[src/rtl/core_params.svh]
`ifndef CORE_PARAMS_SVH
`define CORE_PARAMS_SVH

// data and address word width
`define XLEN 32

// architectural register file depth, register 0 reads as zero
`define NUM_ARCH_REGS 32

// reorder buffer depth, entries are tagged 1 to ROB_SIZE
`define ROB_SIZE 4

// tag width, tag 0 means "no tag" and is never allocated
`define ROB_TAG_LEN 3

`endif

[src/rtl/core_types_pkg.sv]
`include "core_params.svh"

package core_types_pkg;

    // one machine word, used for data and for addresses
    typedef logic [`XLEN-1:0] xlen_t;

    // index into the architectural register file
    typedef logic [$clog2(`NUM_ARCH_REGS)-1:0] arch_reg_t;

    // rename tag, names one reorder buffer slot
    typedef logic [`ROB_TAG_LEN-1:0] rob_tag_t;

endpackage

[src/rtl/rob_pkg.sv]
`include "core_params.svh"

package rob_pkg;
    import core_types_pkg::*;

    typedef struct packed {
        logic      valid;
        logic      wr_mem;         // entry is a store
        arch_reg_t dest_reg;
        xlen_t     dest_addr;      // store address, filled from the cdb
        xlen_t     value;          // result, or the data of a store
        rob_tag_t  store_dep;      // producer of the store data
        logic      value_ready;
        logic      address_ready;  // non-stores have no address to wait for
    } rob_entry_t;

    localparam rob_entry_t ROB_EMPTY_ENTRY = '{
        default: '0
    };

endpackage

[src/rtl/commit_if.sv]
`timescale 1ns/1ps
`include "core_params.svh"

// head of the reorder buffer as seen by retirement
interface commit_if
    import core_types_pkg::*;
();
    logic      head_ready;     // head retires at the next edge when high
    logic      head_wr_mem;
    arch_reg_t head_dest_reg;
    xlen_t     head_value;
    xlen_t     head_dest_addr;

    modport producer (
        output head_ready, head_wr_mem, head_dest_reg, head_value, head_dest_addr
    );

    modport consumer (
        input head_ready, head_wr_mem, head_dest_reg, head_value, head_dest_addr
    );

endinterface

[src/rtl/rob.sv]
`timescale 1ns/1ps
`include "core_params.svh"

module rob
    import core_types_pkg::*;
    import rob_pkg::*;
(
    input  logic       clock,
    input  logic       reset,
    input  logic       alloc_enable,
    input  logic       alloc_wr_mem,          // new entry is a store
    input  xlen_t      alloc_value_in,        // store data when known at dispatch
    input  logic       alloc_value_in_valid,
    input  rob_tag_t   alloc_store_dep,       // otherwise the tag producing it
    input  arch_reg_t  dest_reg,
    input  logic       cdb_valid,
    input  rob_tag_t   cdb_rob_tag,
    input  xlen_t      cdb_value,
    input  rob_tag_t   read_rob_tag,
    input  xlen_t      load_address,
    input  rob_tag_t   load_rob_tag,
    output logic       full,
    output rob_tag_t   alloc_slot,
    output logic       alloc_fire,
    output xlen_t      read_value,
    output logic       pending_stores,        // older store to the same address
    output logic       wr_valid,
    output arch_reg_t  wr_dest_reg,
    output rob_tag_t   wr_rob_tag,
    commit_if.producer commit
);

    rob_entry_t entries [1:`ROB_SIZE];
    rob_tag_t   head;
    rob_tag_t   tail;
    rob_entry_t new_entry;
    logic       head_ready;
    logic       cdb_ok;
    logic       cdb_is_store;

    function automatic rob_tag_t next_tag(input rob_tag_t t);
        return (t == rob_tag_t'(`ROB_SIZE)) ? rob_tag_t'(1) : t + rob_tag_t'(1);
    endfunction

    function automatic rob_tag_t prev_tag(input rob_tag_t t);
        return (t == rob_tag_t'(1)) ? rob_tag_t'(`ROB_SIZE) : t - rob_tag_t'(1);
    endfunction

    function automatic logic tag_in_range(input rob_tag_t t);
        return (t != '0) && (t <= rob_tag_t'(`ROB_SIZE));
    endfunction

    assign cdb_ok       = cdb_valid && tag_in_range(cdb_rob_tag);
    assign cdb_is_store = cdb_ok && entries[cdb_rob_tag].wr_mem;  // store gets its address

    // register results only, the map table never holds a store tag
    assign wr_valid    = cdb_ok && !entries[cdb_rob_tag].wr_mem;
    assign wr_dest_reg = entries[cdb_rob_tag].dest_reg;
    assign wr_rob_tag  = cdb_rob_tag;

    assign head_ready = entries[head].valid && entries[head].value_ready &&
                        entries[head].address_ready;

    // a retiring head frees its slot for a dispatch in the same cycle
    assign full       = entries[head].valid && (tail == head) && !head_ready;
    assign alloc_fire = alloc_enable && !full;
    assign alloc_slot = tail;
    assign read_value = tag_in_range(read_rob_tag) ? entries[read_rob_tag].value : '0;

    assign commit.head_ready     = head_ready;
    assign commit.head_wr_mem    = entries[head].wr_mem;
    assign commit.head_dest_reg  = entries[head].dest_reg;
    assign commit.head_value     = entries[head].value;
    assign commit.head_dest_addr = entries[head].dest_addr;

    always_comb begin
        new_entry               = ROB_EMPTY_ENTRY;
        new_entry.valid         = 1'b1;
        new_entry.wr_mem        = alloc_wr_mem;
        new_entry.dest_reg      = dest_reg;
        new_entry.store_dep     = alloc_store_dep;
        new_entry.address_ready = !alloc_wr_mem;
        if (alloc_wr_mem) begin
            new_entry.value       = alloc_value_in;
            new_entry.value_ready = alloc_value_in_valid;
            // producer broadcasting right now, take the value off the cdb
            if (!alloc_value_in_valid && wr_valid && cdb_rob_tag == alloc_store_dep) begin
                new_entry.value       = cdb_value;
                new_entry.value_ready = 1'b1;
            end
        end
    end

    // walk from the slot before the load back to the head
    always_comb begin
        rob_tag_t scan;
        logic     done;
        pending_stores = 1'b0;
        scan           = load_rob_tag;
        done           = !tag_in_range(load_rob_tag) || !entries[load_rob_tag].valid ||
                         (load_rob_tag == head);
        for (int i = 1; i < `ROB_SIZE; i++) begin
            if (!done) begin
                scan = prev_tag(scan);
                if (entries[scan].valid && entries[scan].wr_mem &&
                    entries[scan].address_ready && entries[scan].dest_addr == load_address) begin
                    pending_stores = 1'b1;
                end
                done = (scan == head);
            end
        end
    end

    always_ff @(posedge clock) begin
        if (reset) begin
            head <= rob_tag_t'(1);
            tail <= rob_tag_t'(1);
            for (int i = 1; i <= `ROB_SIZE; i++) begin
                entries[i] <= ROB_EMPTY_ENTRY;
            end
        end else begin
            if (cdb_is_store) begin
                entries[cdb_rob_tag].dest_addr     <= cdb_value;
                entries[cdb_rob_tag].address_ready <= 1'b1;
            end else if (wr_valid) begin
                for (int i = 1; i <= `ROB_SIZE; i++) begin
                    if (rob_tag_t'(i) == cdb_rob_tag ||
                        (entries[i].valid && entries[i].wr_mem && !entries[i].value_ready &&
                         entries[i].store_dep == cdb_rob_tag)) begin
                        entries[i].value       <= cdb_value;
                        entries[i].value_ready <= 1'b1;
                    end
                end
            end
            if (head_ready) begin
                entries[head] <= ROB_EMPTY_ENTRY;
                head          <= next_tag(head);
            end
            if (alloc_fire) begin
                entries[tail] <= new_entry;  // overrides the clear when reusing the head
                tail          <= next_tag(tail);
            end
        end
    end

    a_cdb_tag_nonzero: assert property (
        @(posedge clock) disable iff (reset) cdb_valid |-> cdb_rob_tag != '0
    ) else $error("cdb broadcast carries tag 0");

    // a dispatch lands in a free slot, or in the head that leaves this cycle
    a_alloc_free_slot: assert property (
        @(posedge clock) disable iff (reset)
            alloc_fire |-> !entries[tail].valid || (tail == head && head_ready)
    ) else $error("allocation accepted while full");

endmodule

[src/rtl/map_table.sv]
`timescale 1ns/1ps
`include "core_params.svh"

module map_table
    import core_types_pkg::*;
(
    input  logic      clock,
    input  logic      reset,
    input  logic      alloc_fire,
    input  logic      alloc_wr_mem,
    input  arch_reg_t alloc_dest_reg,
    input  rob_tag_t  alloc_slot,
    input  logic      wr_valid,
    input  arch_reg_t wr_dest_reg,
    input  rob_tag_t  wr_rob_tag,
    input  arch_reg_t src1_reg,
    input  arch_reg_t src2_reg,
    output logic      src1_busy,
    output rob_tag_t  src1_tag,
    output logic      src2_busy,
    output rob_tag_t  src2_tag
);

    logic [`NUM_ARCH_REGS-1:0] busy;
    rob_tag_t                  tags [`NUM_ARCH_REGS];
    logic                      rename;

    // stores have no destination register to rename
    assign rename = alloc_fire && !alloc_wr_mem && (alloc_dest_reg != '0);

    always_ff @(posedge clock) begin
        if (reset) begin
            busy <= '0;
            tags <= '{default: '0};
        end else begin
            // a newer producer may already own the register
            if (wr_valid && busy[wr_dest_reg] && tags[wr_dest_reg] == wr_rob_tag) begin
                busy[wr_dest_reg] <= 1'b0;
            end
            if (rename) begin
                busy[alloc_dest_reg] <= 1'b1;  // same-cycle rename wins
                tags[alloc_dest_reg] <= alloc_slot;
            end
        end
    end

    assign src1_busy = busy[src1_reg];
    assign src1_tag  = tags[src1_reg];
    assign src2_busy = busy[src2_reg];
    assign src2_tag  = tags[src2_reg];

    for (genvar r = 0; r < `NUM_ARCH_REGS; r++) begin : g_busy_chk
        a_busy_tag: assert property (
            @(posedge clock) disable iff (reset) busy[r] |-> tags[r] != '0
        ) else $error("register %0d busy without a tag", r);
    end

endmodule

[src/rtl/commit_unit.sv]
`timescale 1ns/1ps
`include "core_params.svh"

module commit_unit
    import core_types_pkg::*;
(
    input  logic       clock,
    input  logic       reset,
    commit_if.consumer commit,
    input  arch_reg_t  arch_read_reg,
    output xlen_t      arch_read_value,
    output logic       mem_wr_valid,
    output xlen_t      mem_wr_addr,
    output xlen_t      mem_wr_data
);

    xlen_t regs [`NUM_ARCH_REGS];
    logic  reg_write;

    // head_ready means the entry leaves the rob at this same edge
    assign reg_write = commit.head_ready && !commit.head_wr_mem &&
                       (commit.head_dest_reg != '0);

    always_ff @(posedge clock) begin
        if (reset) begin
            regs <= '{default: '0};
        end else if (reg_write) begin
            regs[commit.head_dest_reg] <= commit.head_value;
        end
    end

    always_ff @(posedge clock) begin
        if (reset) begin
            mem_wr_valid <= 1'b0;
        end else begin
            mem_wr_valid <= commit.head_ready && commit.head_wr_mem;  // one cycle per store
        end
    end

    always_ff @(posedge clock) begin
        if (commit.head_ready && commit.head_wr_mem) begin
            mem_wr_addr <= commit.head_dest_addr;
            mem_wr_data <= commit.head_value;
        end
    end

    assign arch_read_value = (arch_read_reg == '0) ? '0 : regs[arch_read_reg];

endmodule

[src/rtl/tomasulo_backend.sv]
`timescale 1ns/1ps
`include "core_params.svh"

module tomasulo_backend
    import core_types_pkg::*;
(
    input  logic      clock,
    input  logic      reset,
    input  logic      alloc_enable,
    input  logic      alloc_wr_mem,
    input  xlen_t     alloc_value_in,
    input  logic      alloc_value_in_valid,
    input  rob_tag_t  alloc_store_dep,
    input  arch_reg_t dest_reg,
    input  logic      cdb_valid,
    input  rob_tag_t  cdb_rob_tag,
    input  xlen_t     cdb_value,
    input  rob_tag_t  read_rob_tag,
    input  xlen_t     load_address,
    input  rob_tag_t  load_rob_tag,
    input  arch_reg_t src1_reg,
    input  arch_reg_t src2_reg,
    input  arch_reg_t arch_read_reg,
    output logic      full,
    output rob_tag_t  alloc_slot,
    output xlen_t     read_value,
    output logic      pending_stores,
    output logic      src1_busy,
    output rob_tag_t  src1_tag,
    output logic      src2_busy,
    output rob_tag_t  src2_tag,
    output xlen_t     arch_read_value,
    output logic      mem_wr_valid,
    output xlen_t     mem_wr_addr,
    output xlen_t     mem_wr_data
);

    logic      alloc_fire;
    logic      wr_valid;
    arch_reg_t wr_dest_reg;
    rob_tag_t  wr_rob_tag;

    commit_if u_commit_if ();

    rob u_rob (
        .clock                (clock),
        .reset                (reset),
        .alloc_enable         (alloc_enable),
        .alloc_wr_mem         (alloc_wr_mem),
        .alloc_value_in       (alloc_value_in),
        .alloc_value_in_valid (alloc_value_in_valid),
        .alloc_store_dep      (alloc_store_dep),
        .dest_reg             (dest_reg),
        .cdb_valid            (cdb_valid),
        .cdb_rob_tag          (cdb_rob_tag),
        .cdb_value            (cdb_value),
        .read_rob_tag         (read_rob_tag),
        .load_address         (load_address),
        .load_rob_tag         (load_rob_tag),
        .full                 (full),
        .alloc_slot           (alloc_slot),
        .alloc_fire           (alloc_fire),
        .read_value           (read_value),
        .pending_stores       (pending_stores),
        .wr_valid             (wr_valid),
        .wr_dest_reg          (wr_dest_reg),
        .wr_rob_tag           (wr_rob_tag),
        .commit               (u_commit_if.producer)
    );

    // the map table ignores the destination of stores itself
    map_table u_map_table (
        .clock          (clock),
        .reset          (reset),
        .alloc_fire     (alloc_fire),
        .alloc_wr_mem   (alloc_wr_mem),
        .alloc_dest_reg (dest_reg),
        .alloc_slot     (alloc_slot),
        .wr_valid       (wr_valid),
        .wr_dest_reg    (wr_dest_reg),
        .wr_rob_tag     (wr_rob_tag),
        .src1_reg       (src1_reg),
        .src2_reg       (src2_reg),
        .src1_busy      (src1_busy),
        .src1_tag       (src1_tag),
        .src2_busy      (src2_busy),
        .src2_tag       (src2_tag)
    );

    commit_unit u_commit_unit (
        .clock           (clock),
        .reset           (reset),
        .commit          (u_commit_if.consumer),
        .arch_read_reg   (arch_read_reg),
        .arch_read_value (arch_read_value),
        .mem_wr_valid    (mem_wr_valid),
        .mem_wr_addr     (mem_wr_addr),
        .mem_wr_data     (mem_wr_data)
    );

endmodule

[config.mk]
export PLATFORM = sky130hd
export DESIGN_NAME = tomasulo_backend
export DESIGN_NICKNAME = d
export VERILOG_FILES = /design/src/rtl/core_types_pkg.sv /design/src/rtl/rob_pkg.sv /design/src/rtl/commit_if.sv /design/src/rtl/rob.sv /design/src/rtl/map_table.sv /design/src/rtl/commit_unit.sv /design/src/rtl/tomasulo_backend.sv
export VERILOG_INCLUDE_DIRS = /design/src /design/src/rtl
export SDC_FILE = /design/constraint.sdc
export NUM_CORES = 2
export LEC_CHECK = 0
export BUFFER_PORTS_ARGS = -buffer_cell sky130_fd_sc_hd__buf_2
export CORE_ASPECT_RATIO = 1.75
export CORE_UTILIZATION = 30
export DETAILED_ROUTE_END_ITERATION = 10
export PLACE_DENSITY = 0.48
export RECOVER_POWER = 100
export SLEW_MARGIN = 15
export SYNTH_ARGS = -nofsm -noshare
export SYNTH_HDL_FRONTEND = slang
export SYNTH_SLANG_ARGS = --single-unit
[constraint.sdc]
create_clock -name clock -period 12 [get_ports clock]
set_input_delay 1.8 -clock clock [delete_from_list [all_inputs] [get_ports clock]]
set_output_delay 1.8 -clock clock [all_outputs]
set_load 0.005 [all_outputs]
# After elaboration in Yosys (flattened, before gate mapping)
# Memory sizes are Yosys's and may differ from the RTL's. A register that Yosys moved wholly into a read port is not among the register bits.
# Cells that the tools add are included.
dict set report totals {
  ff_bits 1223
  ram_bits 304
  inputBits 134
  out_inout_bits 142
  elab_cells 298
  n_memories 1
}
# name depth width read_ports rd_clocked_by_memory_dff wr line
set memory_table {}
lappend memory_table {u_rob.entries 4 76 11 1 6 rob.sv:33} ;# rob_entry_t entries [1:`ROB_SIZE];
dict set report classes {
  n_addsub 5
  order_cmp 17
  eq_ne 22
  n_mux 96
  n_bitwise 17
  n_reduce_logical 70
}
# operator n
set op_table {}
lappend op_table {{bitwise mux 1024 bit} 1}
lappend op_table {{two-way mux 32 bit} 14}
lappend op_table {{binary-select mux 32 bit (select 5 bit)} 1}
lappend op_table {{demux 32 bit (select 5 bit)} 1}
lappend op_table {{bitwise mux 96 bit} 1}
lappend op_table {{equality test 32 bit} 3}
lappend op_table {{two-way mux 76 bit} 1}
lappend op_table {{OR reduction 76 bit} 1}
lappend op_table {{two-way mux 3 bit} 17}
lappend op_table {{two-way mux 1 bit} 50}
lappend op_table {{binary-select mux 3 bit (select 5 bit)} 3}
lappend op_table {{logical AND 1 bit} 45}
lappend op_table {{>= comparator 6 bit, second input constant} 6}
lappend op_table {{NOT 5 -> 6 bit} 6}
lappend op_table {{bitwise AND 32 bit} 1}
lappend op_table {{NOT 32 bit} 1}
lappend op_table {{OR 32 bit} 1}
lappend op_table {{equality test 3 bit} 10}
lappend op_table {{less-than comparator 5 x 6 -> 1 bit, second input constant} 4}
lappend op_table {{binary-select mux 1 bit (select 5 bit)} 3}
lappend op_table {{demux 3 bit (select 5 bit)} 1}
lappend op_table {{zero test 1 bit} 12}
lappend op_table {{less-than comparator 6 x 1 -> 1 bit, second input constant} 2}
lappend op_table {{demux 1 bit (select 5 bit)} 2}
lappend op_table {{other kinds (15)} 40}

# Longest topological paths before layout
# An unclocked memory read counts as a cell.
dict set report depth {
  depth_word 17
  depth_mapped 35
  ltp_nobuf 21
}

# By module
# Synthesis repeated with hierarchy kept, for this count alone.
dict set report unflattened {
  cells_unflattened 9353
  hier_area_um2 91502.8
}
# module n_inst cells_each area_per_inst_um2 seq_area_each_um2
set modules_own_cells {}
lappend modules_own_cells {commit_unit 1 5276 45670.1 22441.5}
lappend modules_own_cells {rob 1 3273 37841.3 15354.7}
lappend modules_own_cells {map_table 1 804 7991.4 2562.5}

# Least setup slack after synthesis
# Ideal clock, no wire load.
dict set report synth_path {
  path_kind {input -> output}
  from {input load_rob_tag[0]}
  to {output pending_stores}
  arrival_ps 9204
  t_required_ps 10200
  setup_slack_ps 996
  cell_stages 32
  path_buffers 16
  path_cell_list {buf_2 -> inv_1 -> clkbuf_1 -> clkbuf_1 -> ha_1 -> buf_2 -> and3b_1 -> a221o_1 -> nand3_2 -> buf_4 -> buf_2 -> buf_2 -> buf_1 -> a21oi_1 -> ha_1 -> clkbuf_1 -> clkbuf_1 -> clkbuf_1 -> o21ai_0 -> ha_1 -> clkbuf_1 -> buf_1 -> clkbuf_1 -> buf_1 -> clkbuf_1 -> mux4_2 -> mux2i_1 -> o221ai_1 -> a2bb2oi_1 -> nand4_1 -> nor4_1 -> a41o_1}
}
dict set report synth_between {
  elab_chain_len 17
}
# item line
set synth_rtl {}
lappend synth_rtl {{from (decl)} tomasulo_backend.sv:20} ;# input rob_tag_t load_rob_tag,
lappend synth_rtl {{parallel branches: the longest is 16 deep, another holds memory (4 x 76 bit)} -}
lappend synth_rtl {{two-way mux 1 bit *} rob.sv:103} ;# if (!done) begin
lappend synth_rtl {{to (decl)} tomasulo_backend.sv:27} ;# output logic pending_stores,
# Every way passes the cells marked *.

==> impl_metrics.env <==
export IMPL_yosysTopAreaCell="dfxtp_1"
export IMPL_cts_resized=0
export IMPL_setup_viol=0
export IMPL_crit_end="u_rob.entries[4][65]"
export IMPL_worst_pin_slew_ns=6.91
export IMPL_cts_tree="yes"
export IMPL_place_hpwl_um=243000
export IMPL_io_buffers=275
export IMPL_fin_crit_ns=11.41
export IMPL_hp_class="reg2reg"
export IMPL_synth_most_common_cell="dfxtp_1"
export IMPL_grt_pass1_wl_um=534000
export IMPL_core_area_um2=298000
export IMPL_ys_ff_latch=1822
export IMPL_yosysTopAreaCellShare_pct=31.9
export IMPL_post_route_drc_count=0
export IMPL_synth_common_cells="dfxtp_1 (1434), nor2_1 (1375), a211oi_1 (1041)"
export IMPL_period_share_pct=95.1
export IMPL_grt_max_degree=259
export IMPL_layout_drive_gt1_share_pct=17.5
export IMPL_async_reset_ff_share_pct=0
export IMPL_overflow=0
export IMPL_io_pins=276
export IMPL_vias=70725
export IMPL_finalNetCount=8235
export IMPL_cts_root_buf="clkbuf_16"
export IMPL_routed_wl_um=380000
export IMPL_yosysWarnings=0
export IMPL_arrival_ns=12.13
export IMPL_critPathKind="reg2reg"
export IMPL_avgViaCountPerCell=5.84
export IMPL_clock_latency_ns=0.87
export IMPL_cap_viol_max_count=111
export IMPL_maxSlewHeadroom_pct=-361
export IMPL_hold_viol_final=0
export IMPL_area_growth_pct=11.3
export IMPL_grt_util_all_layers_pct=24.4
export IMPL_rows=265
export IMPL_p_leak_nw=32.8
export IMPL_syn_nets=8502
export IMPL_numCtsBuffers=188
export IMPL_rrSetupSlack_ns=0.59
export IMPL_final_max_slew_viol_count=4624
export IMPL_place_gp_congestion=0.990
export IMPL_grt_pass1_vias=70403
export IMPL_die_width_um=416
export IMPL_postCtsSetupBuffers=0
export IMPL_crit_path_start_kind="flip-flop"
export IMPL_post_drt_wl_per_cell_um=31.3
export IMPL_synth_cells=8357
export IMPL_antenna_found_initial=31
export IMPL_die_area_um2=303000
export IMPL_fp_dieH_um=727
export IMPL_r2r_end="u_rob.entries[4][65]"
export IMPL_synthTopCellsByArea="dfxtp_1 (32%), mux4_2 (18%), edfxtp_1 (13%), a211oi_1 (8.7%), nor2_1 (5.7%)"
export IMPL_critPathMaxFanout=39
export IMPL_initial_core_util_pct=30.2
export IMPL_status="finished with violations"
export IMPL_peakVddDrop_mv=0.116
export IMPL_clkSinkCount=1822
export IMPL_syn_mean_instance_area_um2=10.8
export IMPL_postRouteAntennaNets=0
export IMPL_tns_ns=0
export IMPL_netlist_area_um2=90100
export IMPL_setup_slack_ns=0.594
export IMPL_fillers=29752
export IMPL_power_density_nw_per_um2=145
export IMPL_synth_edff_count=388
export IMPL_synth_ff_type="dfxtp_1"
export IMPL_cp_end_kind="flip-flop"
export IMPL_path_clk_slew_ns=0.06
export IMPL_cp_required_ns=12.73
export IMPL_grt_setup_unrepaired="no"
export IMPL_ys_types=94
export IMPL_fin_area_um2=100000
export IMPL_synth_seq_area_share_pct=44.8
export IMPL_drt_initial_drc_count=6043
export IMPL_fmax_mhz=87.7
export IMPL_firstDrtPassIters=6
export IMPL_place_area_um2=95200
export IMPL_cts_max_path_buffers=4
export IMPL_htreeDepth=4
export IMPL_violations="max-capacitance violations, max-slew violations"
export IMPL_cts_hold_buf=0
export IMPL_fin_worst_skew_ns=0.0653
export IMPL_r2r_worst_path_cells=15
export IMPL_dpl_worst_slack_ns=1.37
==> metrics by stage <==
step                utilization (%)  power (mW)  hold slack, ns  instances
floorplan                         -        7.92           0.433       8357
global placement               31.9        8.75           0.446      11769
detailed placement             31.9        8.77           0.450      11769
CTS                            33.9        14.7           0.466      12098
global route                   33.6        15.0           0.470      12106
finish                         33.6        14.6           0.465      12117
==> state kept, by name, summed over array words and instances, names as in the netlist, 3 cells and up, named ones only <==
register                   count
u_commit_unit.mem_wr_addr     32
u_commit_unit.mem_wr_data     32
u_commit_unit.regs          1024
u_map_table.busy              32
u_map_table.tags              96
u_rob.alloc_slot               3
u_rob.entries                596
u_rob.head                     3
==> power by group <==
part           switching (mW)  total (mW)  leakage, nW  internal, mW
clock                    2.60        5.91         2.95          3.32
sequential              0.200        6.58         15.4          6.38
combinational            1.38        2.07         14.5         0.686
==> cell usage in the layout (no fill, tap or decap), types with 14 or more instances in the layout <==
| cell type | count |
|---|---|
| a211oi_1 | 1041 |
| mux2i_4 | 14 |
| buf_2 | 160 |
| o21ai_0 | 49 |
| clkbuf_2 | 43 |
| a21oi_1 | 264 |
| nand2b_1 | 42 |
| clkinv_2 | 18 |
| o31ai_1 | 21 |
| xor2_1 | 39 |
| clkbuf_16 | 192 |
| nand4_1 | 14 |
| a22oi_1 | 36 |
| or3_1 | 22 |
| xnor2_1 | 81 |
| o22ai_1 | 73 |
| o21a_1 | 15 |
| edfxtp_1 | 388 |
| diode_2 | 17 |
| nor3_1 | 78 |
| clkbuf_8 | 41 |
| nor2_4 | 21 |
| nor2b_1 | 50 |
| a311oi_1 | 17 |
| buf_4 | 94 |
| mux2_1 | 29 |
| nand3_1 | 123 |
| mux2i_1 | 388 |
| mux4_2 | 707 |
| mux2_2 | 49 |
| nor2_1 | 1354 |
| o211ai_1 | 14 |
| nand2_1 | 460 |
| and3_1 | 41 |
| inv_1 | 70 |
| dfxtp_1 | 1431 |
| clkbuf_1 | 198 |
| a22o_1 | 258 |
| nor4_1 | 24 |
| and2_1 | 18 |
==> metal layers <==
layer,wire length [µm],vias to the layer above,track usage (%)
met3,22400,967,3.97
met1,135000,35889,26.6
met2,194000,2918,43.6
li1,-,30935,-
met5,104,-,0
met4,27100,16,15.5
==> layout make-up <==
type	count	area, µm²	share of cell area (%)
Clock inverter	46	443	0.442
Tap cell	3871	4840	4.83
Timing Repair Buffer	458	2490	2.48
Antenna cell	17	42.5	0.0424
Clock buffer	283	5550	5.53
Inverter	77	289	0.288
Multi-Input combinational cell	5543	46200	46.1
Sequential cell	1822	40400	40.3
==> kinds of logic (layout without fill, tap and decap cells) <==
logic type	count (synthesis)	after routing	synth area share, %
AOI/OAI and AO/OA	1911	1911	15.6
xor gates and xnor gates	120	120	1.17
adders and majority gates	11	11	0.153
buffers and inverters	992	864	4.38
DFF	1822	1822	44.8
muxes	1188	1188	23.1
other	0	17	0
and+or+nand+nor	2313	2313	10.8
==> worst min-delay path by stage <==
stage,from,endpoint,cells past startpoint
4_1_cts,u_commit_unit.regs[994],u_commit_unit.regs[994],1
3_5_place_dp,u_commit_unit.regs[1000],u_commit_unit.regs[1000],1
5_1_grt,u_commit_unit.regs[1012],u_commit_unit.regs[1012],1
3_3_place_gp,u_commit_unit.regs[994],u_commit_unit.regs[994],1
6_report,u_commit_unit.regs[994],u_commit_unit.regs[994],1
2_1_floorplan,u_commit_unit.regs[1000],u_commit_unit.regs[1000],1
==> critical path, cell delays in order (launching register included) <==
cell and delay, ns:
dfxtp_1 2.07, clkbuf_1 1.75, nand2_1 0.21, o22ai_1 0.75, a211oi_1 0.11, clkbuf_1 0.38, nand2b_1 0.45, nand2b_1 0.60
nor2_4 0.22, clkbuf_1 2.19, a21oi_1 0.12, and2_0 0.44, inv_1 0.51, nor2_4 0.07, clkbuf_2 0.79, a22o_1 0.45
Power figures use the tool's default switching activity.
